===== config.mk =====
export PLATFORM = sky130hd
export DESIGN_NAME = fetch_decode_top
export DESIGN_NICKNAME = d
export VERILOG_FILES = /design/src/common/rv_isa_pkg.sv /design/src/common/fetch_buffer_pkg.sv /design/src/pre_decode/fetch_fifo.sv /design/src/pre_decode/pre_decode.sv /design/src/source/fetch_decode_top.sv
export SDC_FILE = /design/constraint.sdc
export NUM_CORES = 1
export LEC_CHECK = 0
export BUFFER_PORTS_ARGS = -buffer_cell sky130_fd_sc_hd__buf_2
export CORE_ASPECT_RATIO = 1.5
export CORE_MARGIN = 3
export CORE_UTILIZATION = 42
export CTS_BUF_LIST = sky130_fd_sc_hd__clkbuf_16
export DETAILED_ROUTE_END_ITERATION = 16
export SYNTH_ARGS = -nofsm -noshare
export SYNTH_HDL_FRONTEND = slang
export SYNTH_SLANG_ARGS = --single-unit
export TNS_END_PERCENT = 30

===== constraint.sdc =====
create_clock -name clk -period 10.4 [get_ports clk]
set_input_delay 0 -clock clk [delete_from_list [all_inputs] [get_ports clk]]
set_output_delay 0 -clock clk [all_outputs]
set_load 0.1 [all_outputs]

===== src/common/rv_isa_pkg.sv =====
package rv_isa_pkg;

    ////////////////////////////////////////////////////////////////////////////
    // Word and field widths
    localparam int XLEN           = 32;
    localparam int REG_ADDR_W     = 5;
    localparam int FN3_W          = 3;
    localparam int OPCODE_GROUP_W = 5;  // Opcode without the two low bits

    // Field positions inside the instruction word
    localparam int OPCODE_GROUP_LSB = 2;  // Bits 1:0 are always 11 for 32-bit ops
    localparam int RD_LSB           = 7;
    localparam int FN3_LSB          = 12;
    localparam int RS1_LSB          = 15;
    localparam int FN7_MUL_BIT      = 25; // M extension marker in ARITH ops
    localparam int FN7_SUB_BIT      = 30; // SUB and SRA marker

    ////////////////////////////////////////////////////////////////////////////
    // Plain vector types
    typedef logic [XLEN-1:0]       instruction_t;
    typedef logic [XLEN-1:0]       addr_t;
    typedef logic [REG_ADDR_W-1:0] reg_addr_t;
    typedef logic [FN3_W-1:0]      fn3_t;

    // Trimmed opcodes, instruction bits 6:2
    typedef enum logic [OPCODE_GROUP_W-1:0] {
        LOAD_T      = 5'b00000,
        FENCE_T     = 5'b00011,
        ARITH_IMM_T = 5'b00100,
        AUIPC_T     = 5'b00101,
        STORE_T     = 5'b01000,
        AMO_T       = 5'b01011,
        ARITH_T     = 5'b01100,
        LUI_T       = 5'b01101,
        BRANCH_T    = 5'b11000,
        JALR_T      = 5'b11001,
        JAL_T       = 5'b11011,
        SYSTEM_T    = 5'b11100  // CSR ops, ECALL, EBREAK, xRET
    } opcode_group_t;

    ////////////////////////////////////////////////////////////////////////////
    // fn3 codes of the integer ops
    localparam fn3_t ADD_SUB_FN3 = 3'b000;
    localparam fn3_t SLL_FN3     = 3'b001;
    localparam fn3_t SLT_FN3     = 3'b010;
    localparam fn3_t SLTU_FN3    = 3'b011;
    localparam fn3_t XOR_FN3     = 3'b100;
    localparam fn3_t SRA_FN3     = 3'b101;  // SRL shares this code
    localparam fn3_t OR_FN3      = 3'b110;
    localparam fn3_t AND_FN3     = 3'b111;

    // Link registers seen by the return-address stack
    localparam reg_addr_t LINK_REG_A = 5'd1;  // ra
    localparam reg_addr_t LINK_REG_B = 5'd5;  // t0, alternate link

endpackage


===== src/common/fetch_buffer_pkg.sv =====
package fetch_buffer_pkg;

    ////////////////////////////////////////////////////////////////////////////
    // Branch predictor side
    localparam int BP_WAYS           = 2;
    localparam int BRANCH_METADATA_W = 32;

    typedef logic [BP_WAYS-1:0]           bp_way_t;           // One-hot
    typedef logic [BRANCH_METADATA_W-1:0] branch_metadata_t;  // Opaque here

    ////////////////////////////////////////////////////////////////////////////
    // ALU control encodings
    typedef enum logic [1:0] {
        ALU_LOGIC_ADD = 2'd0,  // Adder path, also SLT[U] and shifts
        ALU_LOGIC_XOR = 2'd1,
        ALU_LOGIC_OR  = 2'd2,
        ALU_LOGIC_AND = 2'd3
    } alu_logic_op_t;

    typedef enum logic [1:0] {
        ALU_RS1_RF   = 2'd0,
        ALU_RS1_PC   = 2'd1,  // AUIPC, JAL, JALR
        ALU_RS1_ZERO = 2'd2   // LUI
    } alu_rs1_sel_t;

    typedef enum logic [1:0] {
        ALU_RS2_RF        = 2'd0,
        ALU_RS2_ARITH_IMM = 2'd1,
        ALU_RS2_JAL_JALR  = 2'd2,  // Link value offset
        ALU_RS2_LUI_AUIPC = 2'd3   // Upper immediate
    } alu_rs2_sel_t;

    ////////////////////////////////////////////////////////////////////////////
    // What fetch hands over each push
    typedef struct packed {
        rv_isa_pkg::instruction_t instruction;
        rv_isa_pkg::addr_t        pc;
        branch_metadata_t         branch_metadata;
        logic                     prediction_used;
        bp_way_t                  update_way;
    } fetch_packet_t;

    // Fetch packet plus pre-decoded control
    typedef struct packed {
        fetch_packet_t fetch;
        logic          is_call;    // Push onto RAS
        logic          is_return;  // Pop from RAS
        logic          uses_rs1;
        logic          uses_rs2;
        logic          uses_rd;
        logic          alu_request;
        logic          alu_sub;
        alu_logic_op_t alu_logic_op;
        alu_rs1_sel_t  alu_rs1_sel;
        alu_rs2_sel_t  alu_rs2_sel;
    } fetch_buffer_packet_t;

endpackage


===== src/pre_decode/fetch_fifo.sv =====
module fetch_fifo #(
    parameter int DEPTH = 4
) (
    input  logic                                   clk,
    input  logic                                   clear,
    input  logic                                   push,
    input  logic                                   pop,
    input  fetch_buffer_pkg::fetch_buffer_packet_t data_in,
    output fetch_buffer_pkg::fetch_buffer_packet_t data_out,
    output logic                                   valid,
    output logic                                   full
);

    localparam int PTR_W   = (DEPTH > 1) ? $clog2(DEPTH) : 1;
    localparam int COUNT_W = $clog2(DEPTH + 1);

    typedef logic [PTR_W-1:0]   ptr_t;
    typedef logic [COUNT_W-1:0] count_t;

    fetch_buffer_pkg::fetch_buffer_packet_t mem [DEPTH];  // Payload only

    ptr_t   rd_ptr;
    ptr_t   wr_ptr;
    count_t count;

    // Wrap at DEPTH, not at a power of two
    function automatic ptr_t next_ptr(input ptr_t ptr);
        next_ptr = (ptr == ptr_t'(DEPTH - 1)) ? '0 : ptr_t'(ptr + 1'b1);
    endfunction

    ////////////////////////////////////////////////////////////////////////////
    // Storage
    always_ff @(posedge clk) begin
        if (push)
            mem[wr_ptr] <= data_in;  // Full with pop overwrites the head being read
    end

    assign data_out = mem[rd_ptr];  // Head shown combinationally

    ////////////////////////////////////////////////////////////////////////////
    // Pointers and occupancy
    always_ff @(posedge clk) begin
        if (clear) begin
            rd_ptr <= '0;
            wr_ptr <= '0;
            count  <= '0;
        end else begin
            if (push)
                wr_ptr <= next_ptr(wr_ptr);
            if (pop)
                rd_ptr <= next_ptr(rd_ptr);
            case ({push, pop})
                2'b10:   count <= count + 1'b1;
                2'b01:   count <= count - 1'b1;
                default: count <= count;  // Idle or push with pop
            endcase
        end
    end

    assign valid = (count != '0);
    assign full  = (count == count_t'(DEPTH));

    ////////////////////////////////////////////////////////////////////////////
    // Guards
    // Fetch overran its DEPTH+1 outstanding limit
    overflow_chk: assert property (@(posedge clk) disable iff (clear)
        !(push && full && !pop))
        else $error("fetch_fifo: push while full");

    underflow_chk: assert property (@(posedge clk) disable iff (clear)
        !(pop && !valid))
        else $error("fetch_fifo: pop while empty");

endmodule


===== src/pre_decode/pre_decode.sv =====
module pre_decode #(
    parameter int FETCH_BUFFER_DEPTH = 4
) (
    input  logic                                   clk,
    input  logic                                   buffer_reset,
    input  logic                                   flush,
    input  logic                                   push,
    input  fetch_buffer_pkg::fetch_packet_t        fetch_in,
    input  logic                                   pop,
    output logic                                   fb_valid,
    output fetch_buffer_pkg::fetch_buffer_packet_t fb
);

    logic queue_clear;

    // Instruction fields
    rv_isa_pkg::instruction_t  instr;
    rv_isa_pkg::opcode_group_t opcode_group;
    rv_isa_pkg::fn3_t          fn3;
    rv_isa_pkg::reg_addr_t     rs1_addr;
    rv_isa_pkg::reg_addr_t     rd_addr;

    logic csr_imm_op;
    logic sys_op;
    logic upper_or_jump;
    logic rs1_link;
    logic rd_link;
    logic is_call;
    logic is_return;
    logic uses_rs1;
    logic uses_rs2;
    logic uses_rd;
    logic sub_op;
    logic plain_arith_op;
    logic alu_request;
    logic alu_sub;

    fetch_buffer_pkg::alu_logic_op_t alu_logic_op;
    fetch_buffer_pkg::alu_rs1_sel_t  alu_rs1_sel;
    fetch_buffer_pkg::alu_rs2_sel_t  alu_rs2_sel;

    fetch_buffer_pkg::fetch_buffer_packet_t decoded;    // This cycle's push
    fetch_buffer_pkg::fetch_buffer_packet_t fifo_head;
    fetch_buffer_pkg::fetch_buffer_packet_t next_fb;

    logic fifo_push;
    logic fifo_pop;
    logic fifo_valid;
    logic fifo_full;

    ////////////////////////////////////////////////////////////////////////////
    // Queue control and bypass
    assign queue_clear = buffer_reset | flush;

    // FIFO only when output register stays occupied or older packets wait
    assign fifo_push = push & ((fb_valid & ~pop) | fifo_valid);
    assign fifo_pop  = pop & fifo_valid;

    assign next_fb = fifo_valid ? fifo_head : decoded;  // Bypass when FIFO empty

    always_ff @(posedge clk) begin
        if (!fb_valid || pop)
            fb <= next_fb;
    end

    always_ff @(posedge clk) begin
        if (queue_clear)
            fb_valid <= 1'b0;
        else
            fb_valid <= push | (fb_valid & ~(pop & ~fifo_valid));
    end

    fetch_fifo #(
        .DEPTH(FETCH_BUFFER_DEPTH)
    ) fifo0 (
        .clk     (clk),
        .clear   (queue_clear),
        .push    (fifo_push),
        .pop     (fifo_pop),
        .data_in (decoded),
        .data_out(fifo_head),
        .valid   (fifo_valid),
        .full    (fifo_full)
    );

    ////////////////////////////////////////////////////////////////////////////
    // Field extraction
    assign instr        = fetch_in.instruction;
    assign opcode_group = rv_isa_pkg::opcode_group_t'(
        instr[rv_isa_pkg::OPCODE_GROUP_LSB +: rv_isa_pkg::OPCODE_GROUP_W]);
    assign fn3          = instr[rv_isa_pkg::FN3_LSB +: rv_isa_pkg::FN3_W];
    assign rs1_addr     = instr[rv_isa_pkg::RS1_LSB +: rv_isa_pkg::REG_ADDR_W];
    assign rd_addr      = instr[rv_isa_pkg::RD_LSB +: rv_isa_pkg::REG_ADDR_W];

    assign csr_imm_op    = (opcode_group == rv_isa_pkg::SYSTEM_T) && fn3[2];
    assign sys_op        = (opcode_group == rv_isa_pkg::SYSTEM_T) && (fn3 == 3'b000);
    assign upper_or_jump = opcode_group[0];  // Opcode bit 2, LUI AUIPC JAL JALR

    ////////////////////////////////////////////////////////////////////////////
    // RAS hints
    assign rs1_link = rs1_addr inside {rv_isa_pkg::LINK_REG_A, rv_isa_pkg::LINK_REG_B};
    assign rd_link  = rd_addr inside {rv_isa_pkg::LINK_REG_A, rv_isa_pkg::LINK_REG_B};

    assign is_call   = (opcode_group inside {rv_isa_pkg::JAL_T, rv_isa_pkg::JALR_T}) && rd_link;
    // Link to same link register is a call only, never a return
    assign is_return = (opcode_group == rv_isa_pkg::JALR_T) && rs1_link
                       && (!rd_link || (rs1_addr != rd_addr));

    // Register file usage
    assign uses_rs1 = !((opcode_group inside {rv_isa_pkg::LUI_T, rv_isa_pkg::AUIPC_T,
                                              rv_isa_pkg::JAL_T, rv_isa_pkg::FENCE_T})
                        || csr_imm_op || sys_op);
    assign uses_rs2 = opcode_group inside {rv_isa_pkg::BRANCH_T, rv_isa_pkg::STORE_T,
                                           rv_isa_pkg::ARITH_T, rv_isa_pkg::AMO_T};
    assign uses_rd  = !((opcode_group inside {rv_isa_pkg::BRANCH_T, rv_isa_pkg::STORE_T,
                                              rv_isa_pkg::FENCE_T}) || sys_op);

    ////////////////////////////////////////////////////////////////////////////
    // ALU control
    // SUB only from register form, ADDI has no fn7
    assign sub_op  = (fn3 == rv_isa_pkg::ADD_SUB_FN3)
                     && instr[rv_isa_pkg::FN7_SUB_BIT] && (opcode_group == rv_isa_pkg::ARITH_T);
    assign alu_sub = ~upper_or_jump
                     & ((fn3 inside {rv_isa_pkg::SLT_FN3, rv_isa_pkg::SLTU_FN3}) || sub_op);

    assign plain_arith_op = (opcode_group == rv_isa_pkg::ARITH_T)
                            && !instr[rv_isa_pkg::FN7_MUL_BIT];  // MUL/DIV go elsewhere
    assign alu_request    = plain_arith_op
                            || (opcode_group inside {rv_isa_pkg::ARITH_IMM_T, rv_isa_pkg::AUIPC_T,
                                                     rv_isa_pkg::LUI_T, rv_isa_pkg::JAL_T,
                                                     rv_isa_pkg::JALR_T});

    always_comb begin
        case (fn3)
            rv_isa_pkg::XOR_FN3: alu_logic_op = fetch_buffer_pkg::ALU_LOGIC_XOR;
            rv_isa_pkg::OR_FN3:  alu_logic_op = fetch_buffer_pkg::ALU_LOGIC_OR;
            rv_isa_pkg::AND_FN3: alu_logic_op = fetch_buffer_pkg::ALU_LOGIC_AND;
            default:             alu_logic_op = fetch_buffer_pkg::ALU_LOGIC_ADD;
        endcase
        if (upper_or_jump)
            alu_logic_op = fetch_buffer_pkg::ALU_LOGIC_ADD;  // fn3 bits are immediate here
    end

    always_comb begin
        if (opcode_group inside {rv_isa_pkg::ARITH_T, rv_isa_pkg::ARITH_IMM_T})
            alu_rs1_sel = fetch_buffer_pkg::ALU_RS1_RF;
        else if (opcode_group inside {rv_isa_pkg::JAL_T, rv_isa_pkg::JALR_T, rv_isa_pkg::AUIPC_T})
            alu_rs1_sel = fetch_buffer_pkg::ALU_RS1_PC;
        else
            alu_rs1_sel = fetch_buffer_pkg::ALU_RS1_ZERO;  // LUI
    end

    always_comb begin
        if (opcode_group inside {rv_isa_pkg::LUI_T, rv_isa_pkg::AUIPC_T})
            alu_rs2_sel = fetch_buffer_pkg::ALU_RS2_LUI_AUIPC;
        else if (opcode_group == rv_isa_pkg::ARITH_IMM_T)
            alu_rs2_sel = fetch_buffer_pkg::ALU_RS2_ARITH_IMM;
        else if (opcode_group inside {rv_isa_pkg::JAL_T, rv_isa_pkg::JALR_T})
            alu_rs2_sel = fetch_buffer_pkg::ALU_RS2_JAL_JALR;
        else
            alu_rs2_sel = fetch_buffer_pkg::ALU_RS2_RF;
    end

    assign decoded = '{fetch: fetch_in, is_call: is_call, is_return: is_return,
                       uses_rs1: uses_rs1, uses_rs2: uses_rs2, uses_rd: uses_rd,
                       alu_request: alu_request, alu_sub: alu_sub,
                       alu_logic_op: alu_logic_op, alu_rs1_sel: alu_rs1_sel,
                       alu_rs2_sel: alu_rs2_sel};

    ////////////////////////////////////////////////////////////////////////////
    // Decode side protocol
    pop_valid_chk: assert property (@(posedge clk) disable iff (buffer_reset)
        pop |-> fb_valid)
        else $error("pre_decode: pop without fb_valid");

    // No free slot left behind the output register
    capacity_chk: assert property (@(posedge clk) disable iff (queue_clear)
        !(fifo_push && fifo_full && !fifo_pop))
        else $error("pre_decode: push beyond buffer capacity");

endmodule


===== src/source/fetch_decode_top.sv =====
module fetch_decode_top #(
    parameter int FETCH_BUFFER_DEPTH = 4  // FIFO entries behind the output register
) (
    input  logic                                   clk,
    input  logic                                   buffer_reset,
    input  logic                                   flush,

    // Fetch side
    input  logic                                   push,
    input  fetch_buffer_pkg::fetch_packet_t        fetch_in,

    // Decode side
    input  logic                                   pop,
    output logic                                   fb_valid,
    output fetch_buffer_pkg::fetch_buffer_packet_t fb
);

    ////////////////////////////////////////////////////////////////////////////
    // Fetch buffer with pre-decode
    pre_decode #(
        .FETCH_BUFFER_DEPTH(FETCH_BUFFER_DEPTH)
    ) pre_decode0 (
        .clk         (clk),
        .buffer_reset(buffer_reset),
        .flush       (flush),     // Level, empties the buffer
        .push        (push),
        .fetch_in    (fetch_in),
        .pop         (pop),
        .fb_valid    (fb_valid),
        .fb          (fb)
    );

endmodule


==> results.json <==
{
  "status": "finished clean",
  "p_comb_frac": 0.087,
  "area.growth.synth_to_final_pct": 20.7,
  "p_seq_frac": 0.525,
  "ys_ff_latch": 570,
  "peakVddDrop_uv": 138,
  "path_cells": "nor3_4 > buf_4 > a21boi_1 > and2_4 > buf_4",
  "utilization": 0.515,
  "drc": 0,
  "rsz0062_at_grt": "no",
  "clk_pin_slew_worst_paths_ns": 0.06,
  "async_flop_share": 0,
  "rows": 101,
  "synthFlopType": "edfxtp_1",
  "cts_tree": "done",
  "die_w_um": 192,
  "finalMaxSlewViolations": 0,
  "path_delay_family": "buffers and inverters",
  "path_buf_inv": 2,
  "tns_ns": 0,
  "grt_max_degree": 70,
  "yosysWarningCount": 0,
  "cpMostUsedCell": "buf_4",
  "chipHeight_um": 284,
  "cp.arrival_ns": 3.62,
  "io_pins": 217,
  "yosysMostFrequentCell": "edfxtp_1",
  "grt_remaining_overflow": 0,
  "switchingPower_mw": 1.15,
  "routed_wl_um": 46900,
  "num-nets-final": 1587,
  "finalClockSkew_ns": 0.0190,
  "antenna_found_initial": 4,
  "max_stage_delay_ns": 0.92,
  "relSlewSlack": 0.299,
  "p_int_mw": 3.77,
  "clock_power_share": 0.388,
  "synth.area.top_cells": "edfxtp_1 (77%), mux4_2 (12%), nand2_1 (5.4%)",
  "drv_cap": 0,
  "grtUsageTotal": 0.174,
  "clk_path_buf_depth": 3,
  "post-route-min-period_ns": 3.43,
  "gp_congestion": 0.724,
  "crit_required_ns": 10.59,
  "crit_slowest_cell": "buf_4",
  "endpoint_kind": "register",
  "start_kind": "register",
  "hold_viol": 0,
  "p_per_area_mw_per_mm2": 188,
  "h-tree-depth": 2,
  "final_cells": 2181,
  "synthDistinctLibCells": 45,
  "viasPerCell": 5.10,
  "syn_area_mm2": 0.0217,
  "cts.sinks": 570,
  "placed_cells": 1984,
  "cts_resized": 0,
  "cts_buffers": 53,
  "wl_per_cell_um": 21.5,
  "dieArea_mm2": 0.0545,
  "grt_pass1_wl_um": 72100,
  "clk_latency_ns": 0.58,
  "ys_top_cells_by_count": "edfxtp_1 (560), nand2_1 (310), mux4_2 (112), buf_2 (26), clkbuf_1 (14)",
  "final_antenna_net_count": 0,
  "criticalPathCategory": "reg2reg",
  "swShare": 0.234,
  "portBuffers": 216,
  "synth_nets": 1250,
  "hold_class": "in2reg",
  "drive_above_1_share": 0.286,
  "cts_root_buffer": "clkbuf_16",
  "dr_total_vias": 11100,
  "period_share": 0.330,
  "synth.largest_area_cell": "edfxtp_1",
  "crit_fanout": 65,
  "post_cts_buffers": 0,
  "syn_avg_cell_area_um2": 19.1,
  "dp_hpwl_um": 26800,
  "synthCells": 1139,
  "finalSetupViolCount": 0,
  "fmax_mhz": 292,
  "initial_core_util": 0.427,
  "yosysTopAreaCellShare": 0.775,
  "synth_edf_count": 560,
  "tightest_slew_ns": 1.05,
  "drtPass1Iterations": 5,
  "first_global_vias": 12000,
  "leakagePower_nw": 9.20,
  "coreArea_mm2": 0.0508,
  "synth.yosys.seq_area_share": 0.784,
  "drt_iter0_drc": 676
}
[power groups by stage]
stage                     Combinational, mW  Sequential, mW  Clock [mW]
after CTS                             0.430            2.58        1.96
after detailed placement              0.397            2.63           0
after global placement                0.393            2.63           0
after global routing                  0.447            2.59        2.05
after floorplan                      0.0512            2.88           0
final                                 0.426            2.58        1.91
[logic make-up after synthesis]
family | share of synthesized area
buffers and inverters | 0.0162
AND/OR/NAND/NOR | 0.0655
flip-flops | 0.784
XOR/XNOR | 0.00121
adder cells (fa/ha/maj) | 0.00438
multiplexers | 0.121
AO/OA/AOI/OAI | 0.00726
[layout by cell type, fill, tap and decap left out, types with 12 or more instances in the layout]
cell,count
buf_2,216
buf_4,12
clkbuf_16,53
dlygate4sd3_1,106
edfxtp_1,560
inv_1,24
mux4_2,112
nand2_1,310
nor2_1,12
[registers in the layout (all words and copies together) (netlist names), named ones only]
name,cells
pre_decode0.fifo0.mem,448
pre_decode0.fb_valid,1
pre_decode0.fifo0.count,3
pre_decode0.fb,112
pre_decode0.fifo0.wr_ptr,2
pre_decode0.fifo0.rd_ptr,2
[path summary, 6_finish.rpt]
check	startpoint	to	slack (ns)	cells past startpoint
max	pre_decode0.fifo0.count[0]	pre_decode0.fifo0.mem[0][57]	6.97	5
min	fetch_in[1]	pre_decode0.fifo0.mem[0][14]	0.18	2
max reg2reg	pre_decode0.fifo0.count[0]	pre_decode0.fifo0.mem[0][57]	6.97	5
min reg2reg	pre_decode0.fifo0.rd_ptr[0]	register	0.48	2
[metrics by stage]
stage               hold slack, ns  area (µm²)  total power [mW]  setup WS, ns
floorplan                   0.0989       21700              2.93          2.95
global route                 0.181       26200              5.08          6.73
global placement             0.229       23400              3.03          6.95
detailed placement           0.235       23400              3.03          6.87
finish                       0.185       26200              4.92          6.97
CTS                          0.156       26200              4.98          6.88
[layer usage]
metal  global-route usage  part of all wire
met1                0.218              0.40
met2                0.314              0.53
met3               0.0279             0.048
met4               0.0441             0.020
met5                    0           0.00058
[worst reg2reg max path: cells and delay by family, from the launching register on]
kind / cells / cell delay (ns)
buf+inv: 2 / 1.19
simple gates: 2 / 0.86
compound gates: 1 / 0.51
flops: 1 / 0.44
[cell type report]
type,instances,area (µm²)
Timing Repair Buffer,334,2230
Antenna cell,3,7.51
Multi-Input combinational cell,507,4360
Clock buffer,53,1330
Sequential cell,570,17000
Inverter,10,37.5
Tap cell,669,837
Fill cell,4173,24600
Clock inverter,35,362
[repair_timing]
item,in CTS,in global routing
endpoints found under the hold margin,534,0
endpoints found under the setup margin,0,0
hold buffers,106,0
(Power assumes the default switching activity.)
